[src/or_ctrl_macros.svh]
`ifndef OR_CTRL_MACROS_SVH
`define OR_CTRL_MACROS_SVH

//////////////////////////////////////////////////////////////////////
// instruction word geometry
//////////////////////////////////////////////////////////////////////

`define OR_CTRL_INSN_W 32

// major opcode sits in the top six bits
`define OR_CTRL_OPC_W 6
`define OR_CTRL_OPC_LSB 26

// register fields: rd at 25:21, ra at 20:16, rb at 15:11
`define OR_CTRL_REG_W 5
`define OR_CTRL_RD_LSB 21
`define OR_CTRL_RA_LSB 16
`define OR_CTRL_RB_LSB 11

// immediate and compare code fields
`define OR_CTRL_IMM_W 16
`define OR_CTRL_COMP_W 4

//////////////////////////////////////////////////////////////////////
// fixed values
//////////////////////////////////////////////////////////////////////

// r9 takes the return address of jump-and-link
`define OR_CTRL_LINK_REG 9

// l.nop with bit 16 set marks a bubble
`define OR_CTRL_NOP_WORD 32'h1541_0000

`endif

[src/or_ctrl_pkg.sv]
`default_nettype none

`include "or_ctrl_macros.svh"

package or_ctrl_pkg;

	//////////////////////////////////////////////////////////////////////
	// major opcodes
	//////////////////////////////////////////////////////////////////////

	typedef enum logic [`OR_CTRL_OPC_W-1:0] {
		OPC_J     = 6'h00,
		OPC_JAL   = 6'h01,
		OPC_BNF   = 6'h03,
		OPC_BF    = 6'h04,
		OPC_NOP   = 6'h05,
		OPC_MOVHI = 6'h06,
		OPC_XSYNC = 6'h08,
		OPC_RFE   = 6'h09,
		OPC_JR    = 6'h11,
		OPC_JALR  = 6'h12,
		OPC_LWZ   = 6'h21,
		OPC_LWS   = 6'h22,
		OPC_LBZ   = 6'h23,
		OPC_LBS   = 6'h24,
		OPC_LHZ   = 6'h25,
		OPC_LHS   = 6'h26,
		OPC_ADDI  = 6'h27,
		OPC_ADDIC = 6'h28,
		OPC_ANDI  = 6'h29,
		OPC_ORI   = 6'h2a,
		OPC_XORI  = 6'h2b,
		OPC_MFSPR = 6'h2d,
		OPC_SFXXI = 6'h2f,
		OPC_MTSPR = 6'h30,
		OPC_SW    = 6'h35,
		OPC_SB    = 6'h36,
		OPC_SH    = 6'h37,
		OPC_ALU   = 6'h38,
		OPC_SFXX  = 6'h39
	} opcode_t;

	//////////////////////////////////////////////////////////////////////
	// execute control encodings
	//////////////////////////////////////////////////////////////////////

	typedef enum logic [4:0] {
		ALU_ADD   = 5'd0,
		ALU_ADDC  = 5'd1,
		ALU_SUB   = 5'd2,
		ALU_AND   = 5'd3,
		ALU_OR    = 5'd4,
		ALU_XOR   = 5'd5,
		ALU_MUL   = 5'd6,
		ALU_SHROT = 5'd8,
		ALU_DIV   = 5'd9,
		ALU_DIVU  = 5'd10,
		ALU_COMP  = 5'd13,
		ALU_MOVHI = 5'd15
	} alu_op_t;

	// no-op is an OR, which leaves the operand untouched
	localparam alu_op_t ALU_NOP = ALU_OR;

	typedef enum logic [2:0] {
		BR_NOP = 3'd0,
		BR_J   = 3'd1,
		BR_JR  = 3'd2,
		BR_BNF = 3'd3,
		BR_BF  = 3'd4,
		BR_RFE = 3'd6
	} branch_op_t;

	typedef enum logic [2:0] {
		RFWB_ALU  = 3'd0,
		RFWB_LSU  = 3'd1,
		RFWB_SPRS = 3'd2,
		RFWB_LR   = 3'd3
	} rfwb_src_t;

	// write enable in bit 0, source above it
	typedef struct packed {
		rfwb_src_t src;
		logic      we;
	} rfwb_op_t;

	localparam rfwb_op_t RFWB_OP_NOP = '0;

	typedef enum logic [1:0] {
		SEL_RF      = 2'd0,
		SEL_IMM     = 2'd1,
		SEL_EX_FORW = 2'd2,
		SEL_WB_FORW = 2'd3
	} sel_t;

endpackage

`default_nettype wire

[src/id_stage.sv]
`timescale 1ns/1ps
`default_nettype none

`include "or_ctrl_macros.svh"

module id_stage (
	input  wire                            clk,
	input  wire                            rst,
	input  wire [`OR_CTRL_INSN_W-1:0]      if_insn,
	input  wire                            id_freeze,
	input  wire                            except_flushpipe,
	input  wire                            pc_we,
	input  wire                            extend_flush,
	output logic                           flushpipe,
	output logic [`OR_CTRL_INSN_W-1:0]     id_insn,
	output or_ctrl_pkg::branch_op_t        id_branch_op,
	output logic                           sel_imm,
	output logic [`OR_CTRL_REG_W-1:0]      rf_addra,
	output logic [`OR_CTRL_REG_W-1:0]      rf_addrb,
	output logic                           rf_rda,
	output logic                           rf_rdb
);

	or_ctrl_pkg::opcode_t    if_opc;
	or_ctrl_pkg::branch_op_t if_branch_op;
	logic                    if_sel_imm;

	// any of the three causes empties the front of the pipe
	assign flushpipe = except_flushpipe | pc_we | extend_flush;

	// register file read ports come straight from fetch
	assign rf_addra = if_insn[`OR_CTRL_RA_LSB +: `OR_CTRL_REG_W];
	assign rf_addrb = if_insn[`OR_CTRL_RB_LSB +: `OR_CTRL_REG_W];
	assign rf_rda   = if_insn[31];
	assign rf_rdb   = if_insn[30];

	//////////////////////////////////////////////////////////////////////
	// predecode of the fetched word
	//////////////////////////////////////////////////////////////////////

	assign if_opc = or_ctrl_pkg::opcode_t'(if_insn[`OR_CTRL_INSN_W-1:`OR_CTRL_OPC_LSB]);

	always_comb begin
		if_branch_op = or_ctrl_pkg::BR_NOP;
		if_sel_imm   = 1'b1;
		case (if_opc)
			or_ctrl_pkg::OPC_J, or_ctrl_pkg::OPC_JAL: if_branch_op = or_ctrl_pkg::BR_J;
			or_ctrl_pkg::OPC_BNF: if_branch_op = or_ctrl_pkg::BR_BNF;
			or_ctrl_pkg::OPC_BF:  if_branch_op = or_ctrl_pkg::BR_BF;
			or_ctrl_pkg::OPC_JR, or_ctrl_pkg::OPC_JALR: begin
				if_branch_op = or_ctrl_pkg::BR_JR;
				if_sel_imm   = 1'b0;
			end
			or_ctrl_pkg::OPC_RFE: begin
				if_branch_op = or_ctrl_pkg::BR_RFE;
				if_sel_imm   = 1'b0;
			end
			// register-register forms and words without an operand immediate
			or_ctrl_pkg::OPC_MFSPR, or_ctrl_pkg::OPC_MTSPR, or_ctrl_pkg::OPC_XSYNC,
			or_ctrl_pkg::OPC_SW, or_ctrl_pkg::OPC_SB, or_ctrl_pkg::OPC_SH,
			or_ctrl_pkg::OPC_ALU, or_ctrl_pkg::OPC_SFXX, or_ctrl_pkg::OPC_NOP:
				if_sel_imm = 1'b0;
			default: ;
		endcase
	end

	//////////////////////////////////////////////////////////////////////
	// decode stage registers
	//////////////////////////////////////////////////////////////////////

	always_ff @(posedge clk) begin
		if (rst || flushpipe) begin
			id_insn      <= `OR_CTRL_NOP_WORD;
			id_branch_op <= or_ctrl_pkg::BR_NOP;
		end else if (!id_freeze) begin
			id_insn      <= if_insn;
			id_branch_op <= if_branch_op;
		end
	end

	// operand select does not see the flush
	always_ff @(posedge clk) begin
		if (rst)
			sel_imm <= 1'b0;
		else if (!id_freeze)
			sel_imm <= if_sel_imm;
	end

endmodule

`default_nettype wire

[src/ex_decode.sv]
`timescale 1ns/1ps
`default_nettype none

`include "or_ctrl_macros.svh"

module ex_decode (
	input  wire                               clk,
	input  wire                               rst,
	input  wire [`OR_CTRL_INSN_W-1:0]         id_insn,
	input  or_ctrl_pkg::branch_op_t           id_branch_op,
	input  wire                               id_freeze,
	input  wire                               ex_freeze,
	input  wire                               flushpipe,
	output logic [`OR_CTRL_INSN_W-1:0]        id_simm,
	output logic [`OR_CTRL_INSN_W-1:0]        ex_simm,
	output logic [`OR_CTRL_INSN_W-1:0]        ex_insn,
	output or_ctrl_pkg::branch_op_t           ex_branch_op,
	output or_ctrl_pkg::alu_op_t              alu_op,
	output logic [`OR_CTRL_COMP_W-1:0]        comp_op,
	output or_ctrl_pkg::rfwb_op_t             rfwb_op,
	output logic [`OR_CTRL_REG_W-1:0]         rf_addrw,
	output logic                              spr_read,
	output logic                              spr_write,
	output logic                              sig_syscall,
	output logic                              sig_trap,
	output logic                              except_illegal
);

	localparam int EXT_W = `OR_CTRL_INSN_W - `OR_CTRL_IMM_W;
	localparam logic [`OR_CTRL_REG_W-1:0] LINK_REG = `OR_CTRL_LINK_REG;

	or_ctrl_pkg::opcode_t  id_opc;
	or_ctrl_pkg::alu_op_t  id_alu_op;
	or_ctrl_pkg::rfwb_op_t id_rfwb_op;
	logic [`OR_CTRL_REG_W-1:0] id_rf_addrw;
	logic [`OR_CTRL_IMM_W-1:0] split_imm;
	logic id_illegal;
	logic bubble;

	assign id_opc = or_ctrl_pkg::opcode_t'(id_insn[`OR_CTRL_INSN_W-1:`OR_CTRL_OPC_LSB]);

	// execute takes a NOP while decode is frozen or the pipe is flushed
	assign bubble = !ex_freeze && (id_freeze || flushpipe);

	// store and mtspr offsets are split around the rb field
	assign split_imm = {id_insn[25:21], id_insn[10:0]};

	//////////////////////////////////////////////////////////////////////
	// immediate extension
	//////////////////////////////////////////////////////////////////////

	always_comb begin
		case (id_opc)
			or_ctrl_pkg::OPC_ADDI, or_ctrl_pkg::OPC_ADDIC, or_ctrl_pkg::OPC_XORI,
			or_ctrl_pkg::OPC_SFXXI, or_ctrl_pkg::OPC_LWZ, or_ctrl_pkg::OPC_LWS,
			or_ctrl_pkg::OPC_LBZ, or_ctrl_pkg::OPC_LBS, or_ctrl_pkg::OPC_LHZ,
			or_ctrl_pkg::OPC_LHS:
				id_simm = {{EXT_W{id_insn[15]}}, id_insn[15:0]};
			or_ctrl_pkg::OPC_SW, or_ctrl_pkg::OPC_SB, or_ctrl_pkg::OPC_SH:
				id_simm = {{EXT_W{split_imm[15]}}, split_imm};
			or_ctrl_pkg::OPC_MTSPR:
				id_simm = {{EXT_W{1'b0}}, split_imm};
			default:
				id_simm = {{EXT_W{1'b0}}, id_insn[15:0]};
		endcase
	end

	//////////////////////////////////////////////////////////////////////
	// control decode of the decode-stage word
	//////////////////////////////////////////////////////////////////////

	always_comb begin
		id_alu_op   = or_ctrl_pkg::ALU_NOP;
		id_rfwb_op  = or_ctrl_pkg::RFWB_OP_NOP;
		id_rf_addrw = id_insn[`OR_CTRL_RD_LSB +: `OR_CTRL_REG_W];
		id_illegal  = 1'b0;
		case (id_opc)
			or_ctrl_pkg::OPC_JAL, or_ctrl_pkg::OPC_JALR: begin
				id_rfwb_op  = '{src: or_ctrl_pkg::RFWB_LR, we: 1'b1};
				id_rf_addrw = LINK_REG;
			end
			or_ctrl_pkg::OPC_MFSPR: id_rfwb_op = '{src: or_ctrl_pkg::RFWB_SPRS, we: 1'b1};
			or_ctrl_pkg::OPC_LWZ, or_ctrl_pkg::OPC_LWS, or_ctrl_pkg::OPC_LBZ,
			or_ctrl_pkg::OPC_LBS, or_ctrl_pkg::OPC_LHZ, or_ctrl_pkg::OPC_LHS:
				id_rfwb_op = '{src: or_ctrl_pkg::RFWB_LSU, we: 1'b1};
			or_ctrl_pkg::OPC_MOVHI: begin
				id_alu_op  = or_ctrl_pkg::ALU_MOVHI;
				id_rfwb_op = '{src: or_ctrl_pkg::RFWB_ALU, we: 1'b1};
			end
			or_ctrl_pkg::OPC_ADDI: begin
				id_alu_op  = or_ctrl_pkg::ALU_ADD;
				id_rfwb_op = '{src: or_ctrl_pkg::RFWB_ALU, we: 1'b1};
			end
			or_ctrl_pkg::OPC_ADDIC: begin
				id_alu_op  = or_ctrl_pkg::ALU_ADDC;
				id_rfwb_op = '{src: or_ctrl_pkg::RFWB_ALU, we: 1'b1};
			end
			or_ctrl_pkg::OPC_ANDI: begin
				id_alu_op  = or_ctrl_pkg::ALU_AND;
				id_rfwb_op = '{src: or_ctrl_pkg::RFWB_ALU, we: 1'b1};
			end
			or_ctrl_pkg::OPC_ORI: begin
				id_alu_op  = or_ctrl_pkg::ALU_OR;
				id_rfwb_op = '{src: or_ctrl_pkg::RFWB_ALU, we: 1'b1};
			end
			or_ctrl_pkg::OPC_XORI: begin
				id_alu_op  = or_ctrl_pkg::ALU_XOR;
				id_rfwb_op = '{src: or_ctrl_pkg::RFWB_ALU, we: 1'b1};
			end
			or_ctrl_pkg::OPC_ALU: begin
				// low nibble carries the operation, divides are not built
				id_alu_op  = or_ctrl_pkg::alu_op_t'({1'b0, id_insn[3:0]});
				id_rfwb_op = '{src: or_ctrl_pkg::RFWB_ALU, we: 1'b1};
				id_illegal = (id_insn[4:0] == or_ctrl_pkg::ALU_DIV) ||
					(id_insn[4:0] == or_ctrl_pkg::ALU_DIVU);
			end
			or_ctrl_pkg::OPC_SFXX, or_ctrl_pkg::OPC_SFXXI: id_alu_op = or_ctrl_pkg::ALU_COMP;
			or_ctrl_pkg::OPC_J, or_ctrl_pkg::OPC_BNF, or_ctrl_pkg::OPC_BF,
			or_ctrl_pkg::OPC_NOP, or_ctrl_pkg::OPC_XSYNC, or_ctrl_pkg::OPC_RFE,
			or_ctrl_pkg::OPC_JR, or_ctrl_pkg::OPC_MTSPR, or_ctrl_pkg::OPC_SW,
			or_ctrl_pkg::OPC_SB, or_ctrl_pkg::OPC_SH: ;
			// unknown opcode
			default: id_illegal = 1'b1;
		endcase
	end

	//////////////////////////////////////////////////////////////////////
	// execute stage registers
	//////////////////////////////////////////////////////////////////////

	always_ff @(posedge clk) begin
		if (rst || bubble) begin
			ex_insn        <= `OR_CTRL_NOP_WORD;
			ex_branch_op   <= or_ctrl_pkg::BR_NOP;
			alu_op         <= or_ctrl_pkg::ALU_NOP;
			comp_op        <= '0;
			rfwb_op        <= or_ctrl_pkg::RFWB_OP_NOP;
			rf_addrw       <= '0;
			spr_read       <= 1'b0;
			spr_write      <= 1'b0;
			sig_syscall    <= 1'b0;
			sig_trap       <= 1'b0;
			except_illegal <= 1'b0;
		end else if (!ex_freeze) begin
			ex_insn        <= id_insn;
			ex_branch_op   <= id_branch_op;
			alu_op         <= id_alu_op;
			comp_op        <= id_insn[`OR_CTRL_RD_LSB +: `OR_CTRL_COMP_W];
			rfwb_op        <= id_rfwb_op;
			rf_addrw       <= id_rf_addrw;
			spr_read       <= (id_opc == or_ctrl_pkg::OPC_MFSPR);
			spr_write      <= (id_opc == or_ctrl_pkg::OPC_MTSPR);
			sig_syscall    <= (id_insn[31:23] == {or_ctrl_pkg::OPC_XSYNC, 3'b000});
			sig_trap       <= (id_insn[31:23] == {or_ctrl_pkg::OPC_XSYNC, 3'b010});
			except_illegal <= id_illegal;
		end
	end

	// immediate follows the freeze only
	always_ff @(posedge clk) begin
		if (rst)
			ex_simm <= '0;
		else if (!ex_freeze)
			ex_simm <= id_simm;
	end

endmodule

`default_nettype wire

[src/operand_select.sv]
`timescale 1ns/1ps
`default_nettype none

`include "or_ctrl_macros.svh"

module operand_select (
	input  wire                          clk,
	input  wire                          rst,
	input  wire                          wb_freeze,
	input  wire [`OR_CTRL_INSN_W-1:0]    id_insn,
	input  wire                          sel_imm,
	input  wire [`OR_CTRL_REG_W-1:0]     rf_addrw,
	input  or_ctrl_pkg::rfwb_op_t        rfwb_op,
	input  wire [`OR_CTRL_INSN_W-1:0]    ex_insn,
	input  wire                          wbforw_valid,
	output logic [`OR_CTRL_INSN_W-1:0]   wb_insn,
	output or_ctrl_pkg::sel_t            sel_a,
	output or_ctrl_pkg::sel_t            sel_b
);

	logic [`OR_CTRL_REG_W-1:0] wb_rfaddrw;
	logic [`OR_CTRL_REG_W-1:0] id_ra;
	logic [`OR_CTRL_REG_W-1:0] id_rb;

	assign id_ra = id_insn[`OR_CTRL_RA_LSB +: `OR_CTRL_REG_W];
	assign id_rb = id_insn[`OR_CTRL_RB_LSB +: `OR_CTRL_REG_W];

	// write-back copy, kept for forwarding from the last stage
	always_ff @(posedge clk) begin
		if (rst) begin
			wb_insn    <= `OR_CTRL_NOP_WORD;
			wb_rfaddrw <= '0;
		end else if (!wb_freeze) begin
			wb_insn    <= ex_insn;
			wb_rfaddrw <= rf_addrw;
		end
	end

	//////////////////////////////////////////////////////////////////////
	// forwarding selects, newest result wins
	//////////////////////////////////////////////////////////////////////

	always_comb begin
		if (id_ra == rf_addrw && rfwb_op.we)
			sel_a = or_ctrl_pkg::SEL_EX_FORW;
		else if (id_ra == wb_rfaddrw && wbforw_valid)
			sel_a = or_ctrl_pkg::SEL_WB_FORW;
		else
			sel_a = or_ctrl_pkg::SEL_RF;
	end

	// immediate overrides any forwarding on b
	always_comb begin
		if (sel_imm)
			sel_b = or_ctrl_pkg::SEL_IMM;
		else if (id_rb == rf_addrw && rfwb_op.we)
			sel_b = or_ctrl_pkg::SEL_EX_FORW;
		else if (id_rb == wb_rfaddrw && wbforw_valid)
			sel_b = or_ctrl_pkg::SEL_WB_FORW;
		else
			sel_b = or_ctrl_pkg::SEL_RF;
	end

endmodule

`default_nettype wire

[src/or_ctrl_top.sv]
`timescale 1ns/1ps
`default_nettype none

`include "or_ctrl_macros.svh"

module or_ctrl_top (
	input  wire                          clk,
	input  wire                          rst,
	input  wire [`OR_CTRL_INSN_W-1:0]    if_insn,
	input  wire                          id_freeze,
	input  wire                          ex_freeze,
	input  wire                          wb_freeze,
	input  wire                          except_flushpipe,
	input  wire                          pc_we,
	input  wire                          extend_flush,
	input  wire                          wbforw_valid,
	output logic                         flushpipe,
	output logic [`OR_CTRL_INSN_W-1:0]   id_insn,
	output or_ctrl_pkg::branch_op_t      id_branch_op,
	output logic                         sel_imm,
	output logic [`OR_CTRL_REG_W-1:0]    rf_addra,
	output logic [`OR_CTRL_REG_W-1:0]    rf_addrb,
	output logic                         rf_rda,
	output logic                         rf_rdb,
	output logic [`OR_CTRL_INSN_W-1:0]   id_simm,
	output logic [`OR_CTRL_INSN_W-1:0]   ex_simm,
	output logic [`OR_CTRL_INSN_W-1:0]   ex_insn,
	output or_ctrl_pkg::branch_op_t      ex_branch_op,
	output or_ctrl_pkg::alu_op_t         alu_op,
	output logic [`OR_CTRL_COMP_W-1:0]   comp_op,
	output or_ctrl_pkg::rfwb_op_t        rfwb_op,
	output logic [`OR_CTRL_REG_W-1:0]    rf_addrw,
	output logic                         spr_read,
	output logic                         spr_write,
	output logic                         sig_syscall,
	output logic                         sig_trap,
	output logic                         except_illegal,
	output logic [`OR_CTRL_INSN_W-1:0]   wb_insn,
	output or_ctrl_pkg::sel_t            sel_a,
	output or_ctrl_pkg::sel_t            sel_b
);

	// decode stage latch and flush
	id_stage u_id_stage (.*);

	// execute stage latch and control decode
	ex_decode u_ex_decode (.*);

	// write-back copy and forwarding
	operand_select u_operand_select (.*);

endmodule

`default_nettype wire

[config.mk]
export PLATFORM = sky130hd
export DESIGN_NAME = or_ctrl_top
export DESIGN_NICKNAME = d
export VERILOG_FILES = /design/src/or_ctrl_pkg.sv /design/src/id_stage.sv /design/src/ex_decode.sv /design/src/operand_select.sv /design/src/or_ctrl_top.sv
export VERILOG_INCLUDE_DIRS = /design/src /design/src/src
export SDC_FILE = /design/constraint.sdc
export NUM_CORES = 1
export LEC_CHECK = 0
export CAP_MARGIN = 20
export CORE_MARGIN = 5
export CORE_UTILIZATION = 55
export CTS_CLUSTER_SIZE = 30
export DETAILED_ROUTE_END_ITERATION = 8
export DONT_BUFFER_PORTS = 1
export HOLD_SLACK_MARGIN = 0.06
export MAX_ROUTING_LAYER = met4
export PLACE_DENSITY = 0.8
export SYNTH_ARGS = -nofsm -noshare
export SYNTH_HDL_FRONTEND = slang
export SYNTH_SLANG_ARGS = --single-unit
export TNS_END_PERCENT = 30
[constraint.sdc]
create_clock -name clk -period 3.5 [get_ports clk]
set_input_delay 1.05 -clock clk [delete_from_list [all_inputs] [get_ports clk]]
set_output_delay 1.05 -clock clk [all_outputs]
set_load 0.01 [all_outputs]
## Word level (Yosys, flattened, before mapping)

Index checks and enable logic that the tools add are counted.

- Register bits: 163
- Bits in latches: 0
- Bits in writable memories: 0
- Memory bits (read-only): 0
- Output and inout port bits: 207
- Word-level logic and storage cells: 105
- Memories: 0

- Add/subtract/negate cells: 0
- Multiply operators: 0
- Div/mod/pow operators: 0
- Order comparisons: 0
- Equal/unequal tests: 51
- Shift-type cells: 0
- Muxes and demuxes: 12
- Bitwise operators: 2
- Reductions and logical operators: 22

Operators with widths:

| cell | number |
|---|---|
| $eq 6x6->1 const B | 26 |
| $pmux 32 s3 | 1 |
| $eq 6x3->1 const B | 5 |
| $pmux 4 s7 | 1 |
| $reduce_or 28->1 | 1 |
| $eq 6x4->1 const B | 4 |
| $eq 6x5->1 const B | 4 |
| $eq 5x5->1 | 4 |
| $eq 9x7->1 const B | 2 |
| $pmux 3 s5 | 1 |
| $eq 6x1->1 const B | 2 |
| $eq 6x2->1 const B | 2 |
| $logic_not 6->1 | 2 |
| $pmux 3 s4 | 1 |
| $reduce_or 12->1 | 1 |
| $eq 5x4->1 const B | 2 |
| $mux 2 | 5 |
| $reduce_or 10->1 | 1 |
| $reduce_or 2->1 | 4 |
| $reduce_or 7->1 | 1 |
| $reduce_or 6->1 | 1 |
| $logic_and 1x1->1 | 5 |
| $mux 5 | 1 |
| $logic_or 1x1->1 | 4 |
| 5 further kinds | 6 |

## Longest topological paths before layout

Gate-level depths: netlist of run 1.

- Depth after elaboration: 5
- Gate-level depth with buffers: 7

## Cells and area by module

A second synthesis of run 1 with hierarchy kept.

- Cells, all modules: 719
- Area total of the unflattened synthesis: 6526.3 um^2

By module, submodules not included:

| module | instances | cells an instance | area each (um^2) |
|---|---|---|---|
| ex_decode | 1 | 407 | 3392.0 |
| operand_select | 1 | 151 | 1570.3 |
| id_stage | 1 | 161 | 1564.0 |

## Least setup slack after synthesis of run 1

OpenSTA, ideal clock, no wires.

- Path kind: reg-to-output
- From: register u_id_stage.id_insn[29]
- To: output id_simm[17]
- Arrival time: 2.570 ns
- Data required time: 2.450 ns
- Slack: -0.120 ns
- Cell stages (with the launch flop): 6
- Path through: dfxtp_1 > clkbuf_1 > nor4b_4 > a21oi_1 > o32ai_1 > buf_4

- Word-level cells in the longest chain between the ends: 3
- Elaborated cells between the ends (all ways): 17
- Those cells by class: 14 x eq/ne; 1 x mux; 2 x reduce/logical

RTL lines:

| what | RTL line | source |
|---|---|---|
| start: declaration | id_stage.sv:15 | `` output logic [`OR_CTRL_INSN_W-1:0] id_insn, `` |
| start signal: assignment | id_stage.sv:73 | `` id_insn <= `OR_CTRL_NOP_WORD; `` |
| start signal: assignment | id_stage.sv:76 | `id_insn <= if_insn;` |
| $eq 6x6->1 | ex_decode.sv:53 | `case (id_opc)` |
| $reduce_or 10->1 / $reduce_or 3->1 (equally long branches) | ex_decode.sv:53 |  |
| $pmux 32 s3 (*) | ex_decode.sv:53 |  |
| end: declaration | or_ctrl_top.sv:25 | `` output logic [`OR_CTRL_INSN_W-1:0] id_simm, `` |

Mark *: on every way between the ends. The rest lies on a longest branch, timed or not.

## Worst setup path after layout of run 1

- From: register u_id_stage.id_insn[26]
- To: output id_simm[27]

The elaborated chain is that of the path after synthesis.

==> results.cfg, run 1 <==
[worst_setup_path]
cp-start-kind = flip-flop
crit_type = flip-flop to output pin
worstPathCellList = nor4b_4 > a21oi_1 > o32ai_4 > buf_12
worstPathRequired_ns = 2.45
cp_max_fo = 17
slowest_delay_ns = 0.54
slowest_stage = nor4b_4
end_kind = output pin
crit_arrival_ns = 2.15

[clocking]
clk_latency_ns = 0.42
postCtsHoldBufs = 0
cts_tree = yes
post_cts_resized = 0
cts.clk_slew.worst_paths_ns = 0.06
cts.sinks = 144
cts_buffers = 17
cts_root_buffer = clkbuf_16
max-clock-path-buffers = 2
post_cts_buffers = 0
htree_levels = 4

[run_status]
outcome = complete, no violations

[sta]
setup_ws_ns = 0.3043
min_period_ns = 3.196
fin_skew_ns = 0.005686
worstMarginPinSlew_ns = 0.9515
rsz0062_at_grt = no
post-route-period-util_pct = 91.30
slew_headroom_pct = 36.57
setup_tns_ns = 0
finalHoldViolCount = 0
finalSetupViolCount = 0
max_freq_mhz = 312.9
slew_viol_final = 0

[synthesis]
synth_seq_area_share_pct = 44.23
yosys_warnings = 0
syn_area_um2 = 6518
avgSynthCellArea_um2 = 9.154
yosysUniqueCellTypes = 59
synth_cells = 712
synthFlopType = dfxtp_1
ys_ff_latch = 144
postSynth.asyncResetShare_pct = 0
synth_edf_count = 0

[floorplan]
start_util_pct = 56.59
core_area_um2 = 11520
std_cell_rows = 39
chipWidth_um = 118.9
fp.dieArea_um2 = 14130
die_h_um = 118.9
io_pins = 248

[global_routing]
grt-ovfl-total = 0
grt_max_degree = 95
grt_pass1_wl_mm = 26.73
gr-max-usage-layer = met2
antenna_found_initial = 0
grt_pass1_vias = 4548
grt_use_met3_pct = 8.483
use_met1_pct = 28.05
grt_util_met2_pct = 38.86
grtUsageTotal_pct = 24.53

[place]
hpwl_mm = 12.02
io_buffers = 0
place_ws_ns = 0.7052
place_congestion = 0.8478

[route]
dr_total_vias = 4835
wl_per_cell_um = 21.71
drt_wl_total_mm = 17.15
drcViolationCount = 0
drt-initial-drc-count = 391
viasPerCell = 6.120
drtPass1Iterations = 5
ant_nets = 0

[cells_and_area]
layout.cells.most_common = dfxtp_1
n_fill_cell = 1003
seqCellArea_um2 = 2884
nets = 675
layout_common_cells = 143 x dfxtp_1, 108 x nor2_1, 87 x mux2i_1
num_antenna_cells = 0
multi_input_area_um2 = 2924
drive_gt1_share_pct = 8.964
area_growth_pct = 3.916

[power]
total_power_mw = 3.806
power_density_nw_per_um2 = 562.0
power_leakage_nw = 2.667
irDropWorstVdd_uv = 340.0

[run]
drv_cap = 0

[min_path]
hp-class = flip-flop to flip-flop
-- critical path, delay by kind of cell (launching register included) --
| kind | cells | cell delay, ns |
|---|---|---|
| AO/OA/AOI/OAI | 2 | 0.48 |
| buffers and inverters | 1 | 0.27 |
| flip-flops | 1 | 0.42 |
| AND/OR/NAND/NOR | 1 | 0.54 |
-- layout make-up --
cell class | instances | area share, %
Multi-Input combinational cell | 449 | 43.17
Sequential cell | 144 | 42.58
Clock buffer | 19 | 6.540
Clock inverter | 13 | 3.104
Tap cell | 143 | 2.642
Timing Repair Buffer | 10 | 1.293
Inverter | 12 | 0.6651
-- per-layer routing --
metal / share of wire (%) / vias to the layer above
li1: - / 2213
met1: 40 / 2325
met2: 48 / 241
met3: 8.3 / 56
met4: 3.3 / 0
met5: 0 / -
-- flip-flops by register name (all words and copies together), names as in the netlist, 3 cells and up --
name and count:
u_ex_decode.comp_op 4, u_ex_decode.rfwb_op 3, u_ex_decode.ex_branch_op 3, u_ex_decode.alu_op 4, u_ex_decode.ex_insn 30, u_ex_decode.ex_simm 17
u_id_stage.id_insn 32, u_operand_select.wb_rfaddrw 5, u_operand_select.wb_insn 32, u_id_stage.id_branch_op 3, u_ex_decode.rf_addrw 5
-- Yosys cell counts (2+ instances only) --
master	instances	share of area [%]
dfxtp_1	144	44
nor2_1	108	6.2
mux2i_1	87	13
buf_4	58	6.7
a21oi_1	49	3.8
nand2_1	47	2.7
clkbuf_1	23	1.3
buf_2	16	1.2
nor2b_1	16	1.5
xor2_1	15	2.0
inv_1	12	0.69
nand2b_1	12	1.2
xnor2_1	9	1.2
o21ai_0	8	0.61
nor3_1	7	0.54
a211o_1	6	0.81
buf_6	6	1.0
a21o_1	5	0.58
buf_1	5	0.29
mux2_2	5	0.86
nand3_1	5	0.38
a32oi_1	4	0.54
nand4_1	4	0.38
nor4_1	4	0.38
o211ai_1	4	0.46
o21a_1	4	0.46
a22oi_1	3	0.35
and3b_1	3	0.40
nor3b_1	3	0.35
o22ai_1	3	0.29
o31ai_1	3	0.35
o32ai_1	3	0.40
a221oi_1	2	0.27
a31oi_1	2	0.19
and2_1	2	0.19
or4_1	2	0.23
-- stage by stage --
step	cells	hold WS [ns]	util (%)	cell area [um^2]
6_report	790	0.5152	58.81	6773
5_1_grt	790	0.5337	58.81	6773
4_1_cts	790	0.5166	58.81	6773
3_5_place_dp	758	0.5072	53.14	6120
3_3_place_gp	758	0.5002	53.14	6120
2_1_floorplan	713	0.4805	-	6529
-- cell families after synthesis --
kind of cell / Yosys count / share of synthesized area (%)
buffers and inverters: 120 / 11.25
flip-flops: 144 / 44.23
other: 1 / 0.05754
AO/OA/AOI/OAI: 105 / 10.60
XOR/XNOR: 24 / 3.225
AND/OR/NAND/NOR: 226 / 16.41
multiplexers: 92 / 14.23
-- worst paths after layout --
| check | endpoint | cells after the start | start | slack (ns) |
|---|---|---|---|---|
| worst min register to register | u_ex_decode.ex_simm[8]$_SDFFE_PP0N_ | 2 | u_ex_decode.ex_simm[8]$_SDFFE_PP0N_ | 0.52 |
| worst min-delay path | u_ex_decode.ex_simm[8]$_SDFFE_PP0N_ | 2 | u_ex_decode.ex_simm[8]$_SDFFE_PP0N_ | 0.52 |
| worst max-delay path | id_simm[27] | 4 | u_id_stage.id_insn[26]$_SDFFE_PP1N_ | 0.30 |
| worst max register to register | u_ex_decode.except_illegal$_SDFFE_PP0N_ | 6 | u_id_stage.id_insn[30]$_SDFFE_PP0N_ | 1.44 |
-- where the power goes --
part | switching, mW | internal, mW
clock | 0.702 | 1.28
combinational | 0.0614 | 0.0647
sequential | 0.0369 | 1.66
total | 0.800 | 3.01
Note: power is estimated with default switching activity, not from simulation.
==> run 2, diff against run 1 <==
--- a/config.mk
+++ b/config.mk
@@ -6,15 +6,17 @@
 export SDC_FILE = /design/constraint.sdc
 export NUM_CORES = 1
 export LEC_CHECK = 0
+export BUFFER_PORTS_ARGS = -buffer_cell sky130_fd_sc_hd__buf_2
 export CAP_MARGIN = 20
+export CELL_PAD_IN_SITES_DETAIL_PLACEMENT = 2
+export CELL_PAD_IN_SITES_GLOBAL_PLACEMENT = 2
 export CORE_MARGIN = 5
-export CORE_UTILIZATION = 55
+export CORE_UTILIZATION = 28
 export CTS_CLUSTER_SIZE = 30
 export DETAILED_ROUTE_END_ITERATION = 8
-export DONT_BUFFER_PORTS = 1
 export HOLD_SLACK_MARGIN = 0.06
 export MAX_ROUTING_LAYER = met4
-export PLACE_DENSITY = 0.8
+export PLACE_DENSITY = 0.89
 export SYNTH_ARGS = -nofsm -noshare
 export SYNTH_HDL_FRONTEND = slang
 export SYNTH_SLANG_ARGS = --single-unit
==> results.cfg, run 2 (synthesis results as in run 1) <==
[clocking]
cts_tree = yes
clk_latency_ns = 0.43
cts_buffers = 17
cts.clk_slew.worst_paths_ns = 0.06
max-clock-path-buffers = 2
cts_root_buffer = clkbuf_16
cts.sinks = 144
post_cts_buffers = 0
htree_levels = 4

[global_routing]
grt-ovfl-total = 0
grt_pass1_vias = 6344
grtUsageTotal_pct = 18.90
antenna_found_initial = 2
grt_pass1_wl_mm = 37.91
grt_max_degree = 85

[worst_setup_path]
crit_family = flip-flops
worstPathRequired_ns = 2.45
cp.depth = 5
cp-endpoint = id_simm[15]
cp_max_fo = 14
end_kind = output pin
crit_type = flip-flop to output pin
crit_arrival_ns = 2.30
worstRegToRegCells = 6
ff2ff_setup_slack_ns = 1.20
slowest_delay_ns = 0.53
worstPathCellList = buf_4 > and2_1 > o211ai_2 > mux2_2 > buf_2
r2r-end = u_ex_decode.rf_addrw[2]$_SDFFE_PP0N_
timing.critical_path.from = u_id_stage.id_insn[31]$_SDFFE_PP0N_
slowest_stage = dfxtp_1
regToRegStartpoint = u_id_stage.id_insn[30]$_SDFFE_PP0N_
cp-start-kind = flip-flop
critical_path_buf_inv_count = 2

[place]
place_inst = 1174
hpwl_mm = 18.06
io_buffers = 245
place_congestion = 0.8019

[route]
drt_wl_total_mm = 25.40
viasPerCell = 4.840
drtPass1Iterations = 4
wl_per_cell_um = 21.02
ant_nets = 0
dr_total_vias = 5847
drt-initial-drc-count = 249
drcViolationCount = 0

[sta]
min_period_ns = 3.354
fin_skew_ns = 0.009760
finalHoldViolCount = 0
slew_viol_final = 0
worstMarginPinSlew_ns = 1.066
finalSetupViolCount = 0
setup_tns_ns = 0
post-route-period-util_pct = 95.82
rsz0062_at_grt = no
whs_ns = 0.4619
max_freq_mhz = 298.2
slew_headroom_pct = 28.94

[cells_and_area]
area_growth_pct = 25.76
layout.cells.most_common = buf_2
fin_cells = 1208
reg_top3 = u_id_stage.id_insn x32, u_operand_select.wb_insn x32, u_ex_decode.ex_insn x30
drive_gt1_share_pct = 34.15
nets = 921
layout_common_cells = 244 x buf_2, 143 x dfxtp_1, 108 x nor2_1

[power]
power_leakage_nw = 3.892
irDropWorstVdd_uv = 306.0
power_density_nw_per_um2 = 480.2
total_power_mw = 3.936

[run]
drv_cap = 0

[floorplan]
fp.dieArea_um2 = 26430
core_area_um2 = 22780
chipWidth_um = 162.6
start_util_pct = 28.61
std_cell_rows = 55
die_h_um = 162.6
io_pins = 248

[run_status]
outcome = complete, no violations

[min_path]
hp-class = flip-flop to flip-flop
==> run 2: cell types whose count changed in the layout (fill, tap and decap cells not counted), sizes merged <==
cell | before | now
diode | 0 | 2
bufinv | 5 | 4
clkinvlp | 5 | 2
buf | 10 | 256
inv | 13 | 16
clkinv | 2 | 5
clkbuf | 19 | 17
==> run 2: power breakdown <==
part / switching, mW / internal [mW] / total, mW / leakage, nW
Sequential: 0.0222 / 1.66 / 1.68 / 1.16
Combinational: 0.174 / 0.108 / 0.282 / 2.42
Clock: 0.771 / 1.20 / 1.98 / 0.306
==> run 2: worst min path at each step <==
stage	start	cells after the start	end	slack [ns]
final	u_operand_select.wb_insn[28]$_SDFFE_PP1N_	1	u_operand_select.wb_insn[28]$_SDFFE_PP1N_	0.46
after CTS	u_operand_select.wb_insn[28]$_SDFFE_PP1N_	1	u_operand_select.wb_insn[28]$_SDFFE_PP1N_	0.47
after global placement	u_ex_decode.ex_simm[2]$_SDFFE_PP0N_	2	u_ex_decode.ex_simm[2]$_SDFFE_PP0N_	0.44
after floorplan	u_ex_decode.ex_simm[2]$_SDFFE_PP0N_	2	u_ex_decode.ex_simm[2]$_SDFFE_PP0N_	0.48
after detailed placement	u_operand_select.wb_insn[28]$_SDFFE_PP1N_	1	u_operand_select.wb_insn[28]$_SDFFE_PP1N_	0.45
after global routing	u_operand_select.wb_insn[22]$_SDFFE_PP1N_	1	u_operand_select.wb_insn[22]$_SDFFE_PP1N_	0.48
==> run 2: layout make-up <==
cell class | instances | area, um^2
Antenna cell | 2 | 5.005
Clock buffer | 17 | 425.4
Clock inverter | 15 | 209.0
Fill cell | 2570 | 14580
Inverter | 12 | 45.04
Multi-Input combinational cell | 449 | 2913
Sequential cell | 144 | 2884
Tap cell | 313 | 391.6
Timing Repair Buffer | 256 | 1324
==> run 2: worst register-to-register path, cell delays in order (launching register included) <==
cell and delay (ns):
dfxtp_1 0.70, buf_4 0.28, and3b_1 0.17, a21oi_1 0.05, or4_1 0.59, a22oi_1 0.24
nor2_1 0.09
==> run 2: through the flow <==
step	cell area, um^2	util (%)	worst slack [ns]
2_1_floorplan	6529	-	0.4112
3_3_place_gp	7556	33.17	0.6110
3_5_place_dp	7556	33.17	0.5338
4_1_cts	8190	35.96	0.05900
5_1_grt	8197	35.98	0.05287
6_report	8197	35.98	0.1462
==> run 2: repair_timing <==
item / CTS / global route
hold buffers: 0 / 0
resized for setup: 0 / 1
endpoints found under the setup margin: 0 / 21
==> run 2: routing by layer <==
metal | vias up | global-route usage (%) | routed length [um]
li1 | 2693 | - | -
met1 | 2918 | 20.38 | 9996
met2 | 176 | 33.10 | 13140
met3 | 60 | 4.151 | 1271
met4 | 0 | 8.921 | 990
met5 | - | - | 0
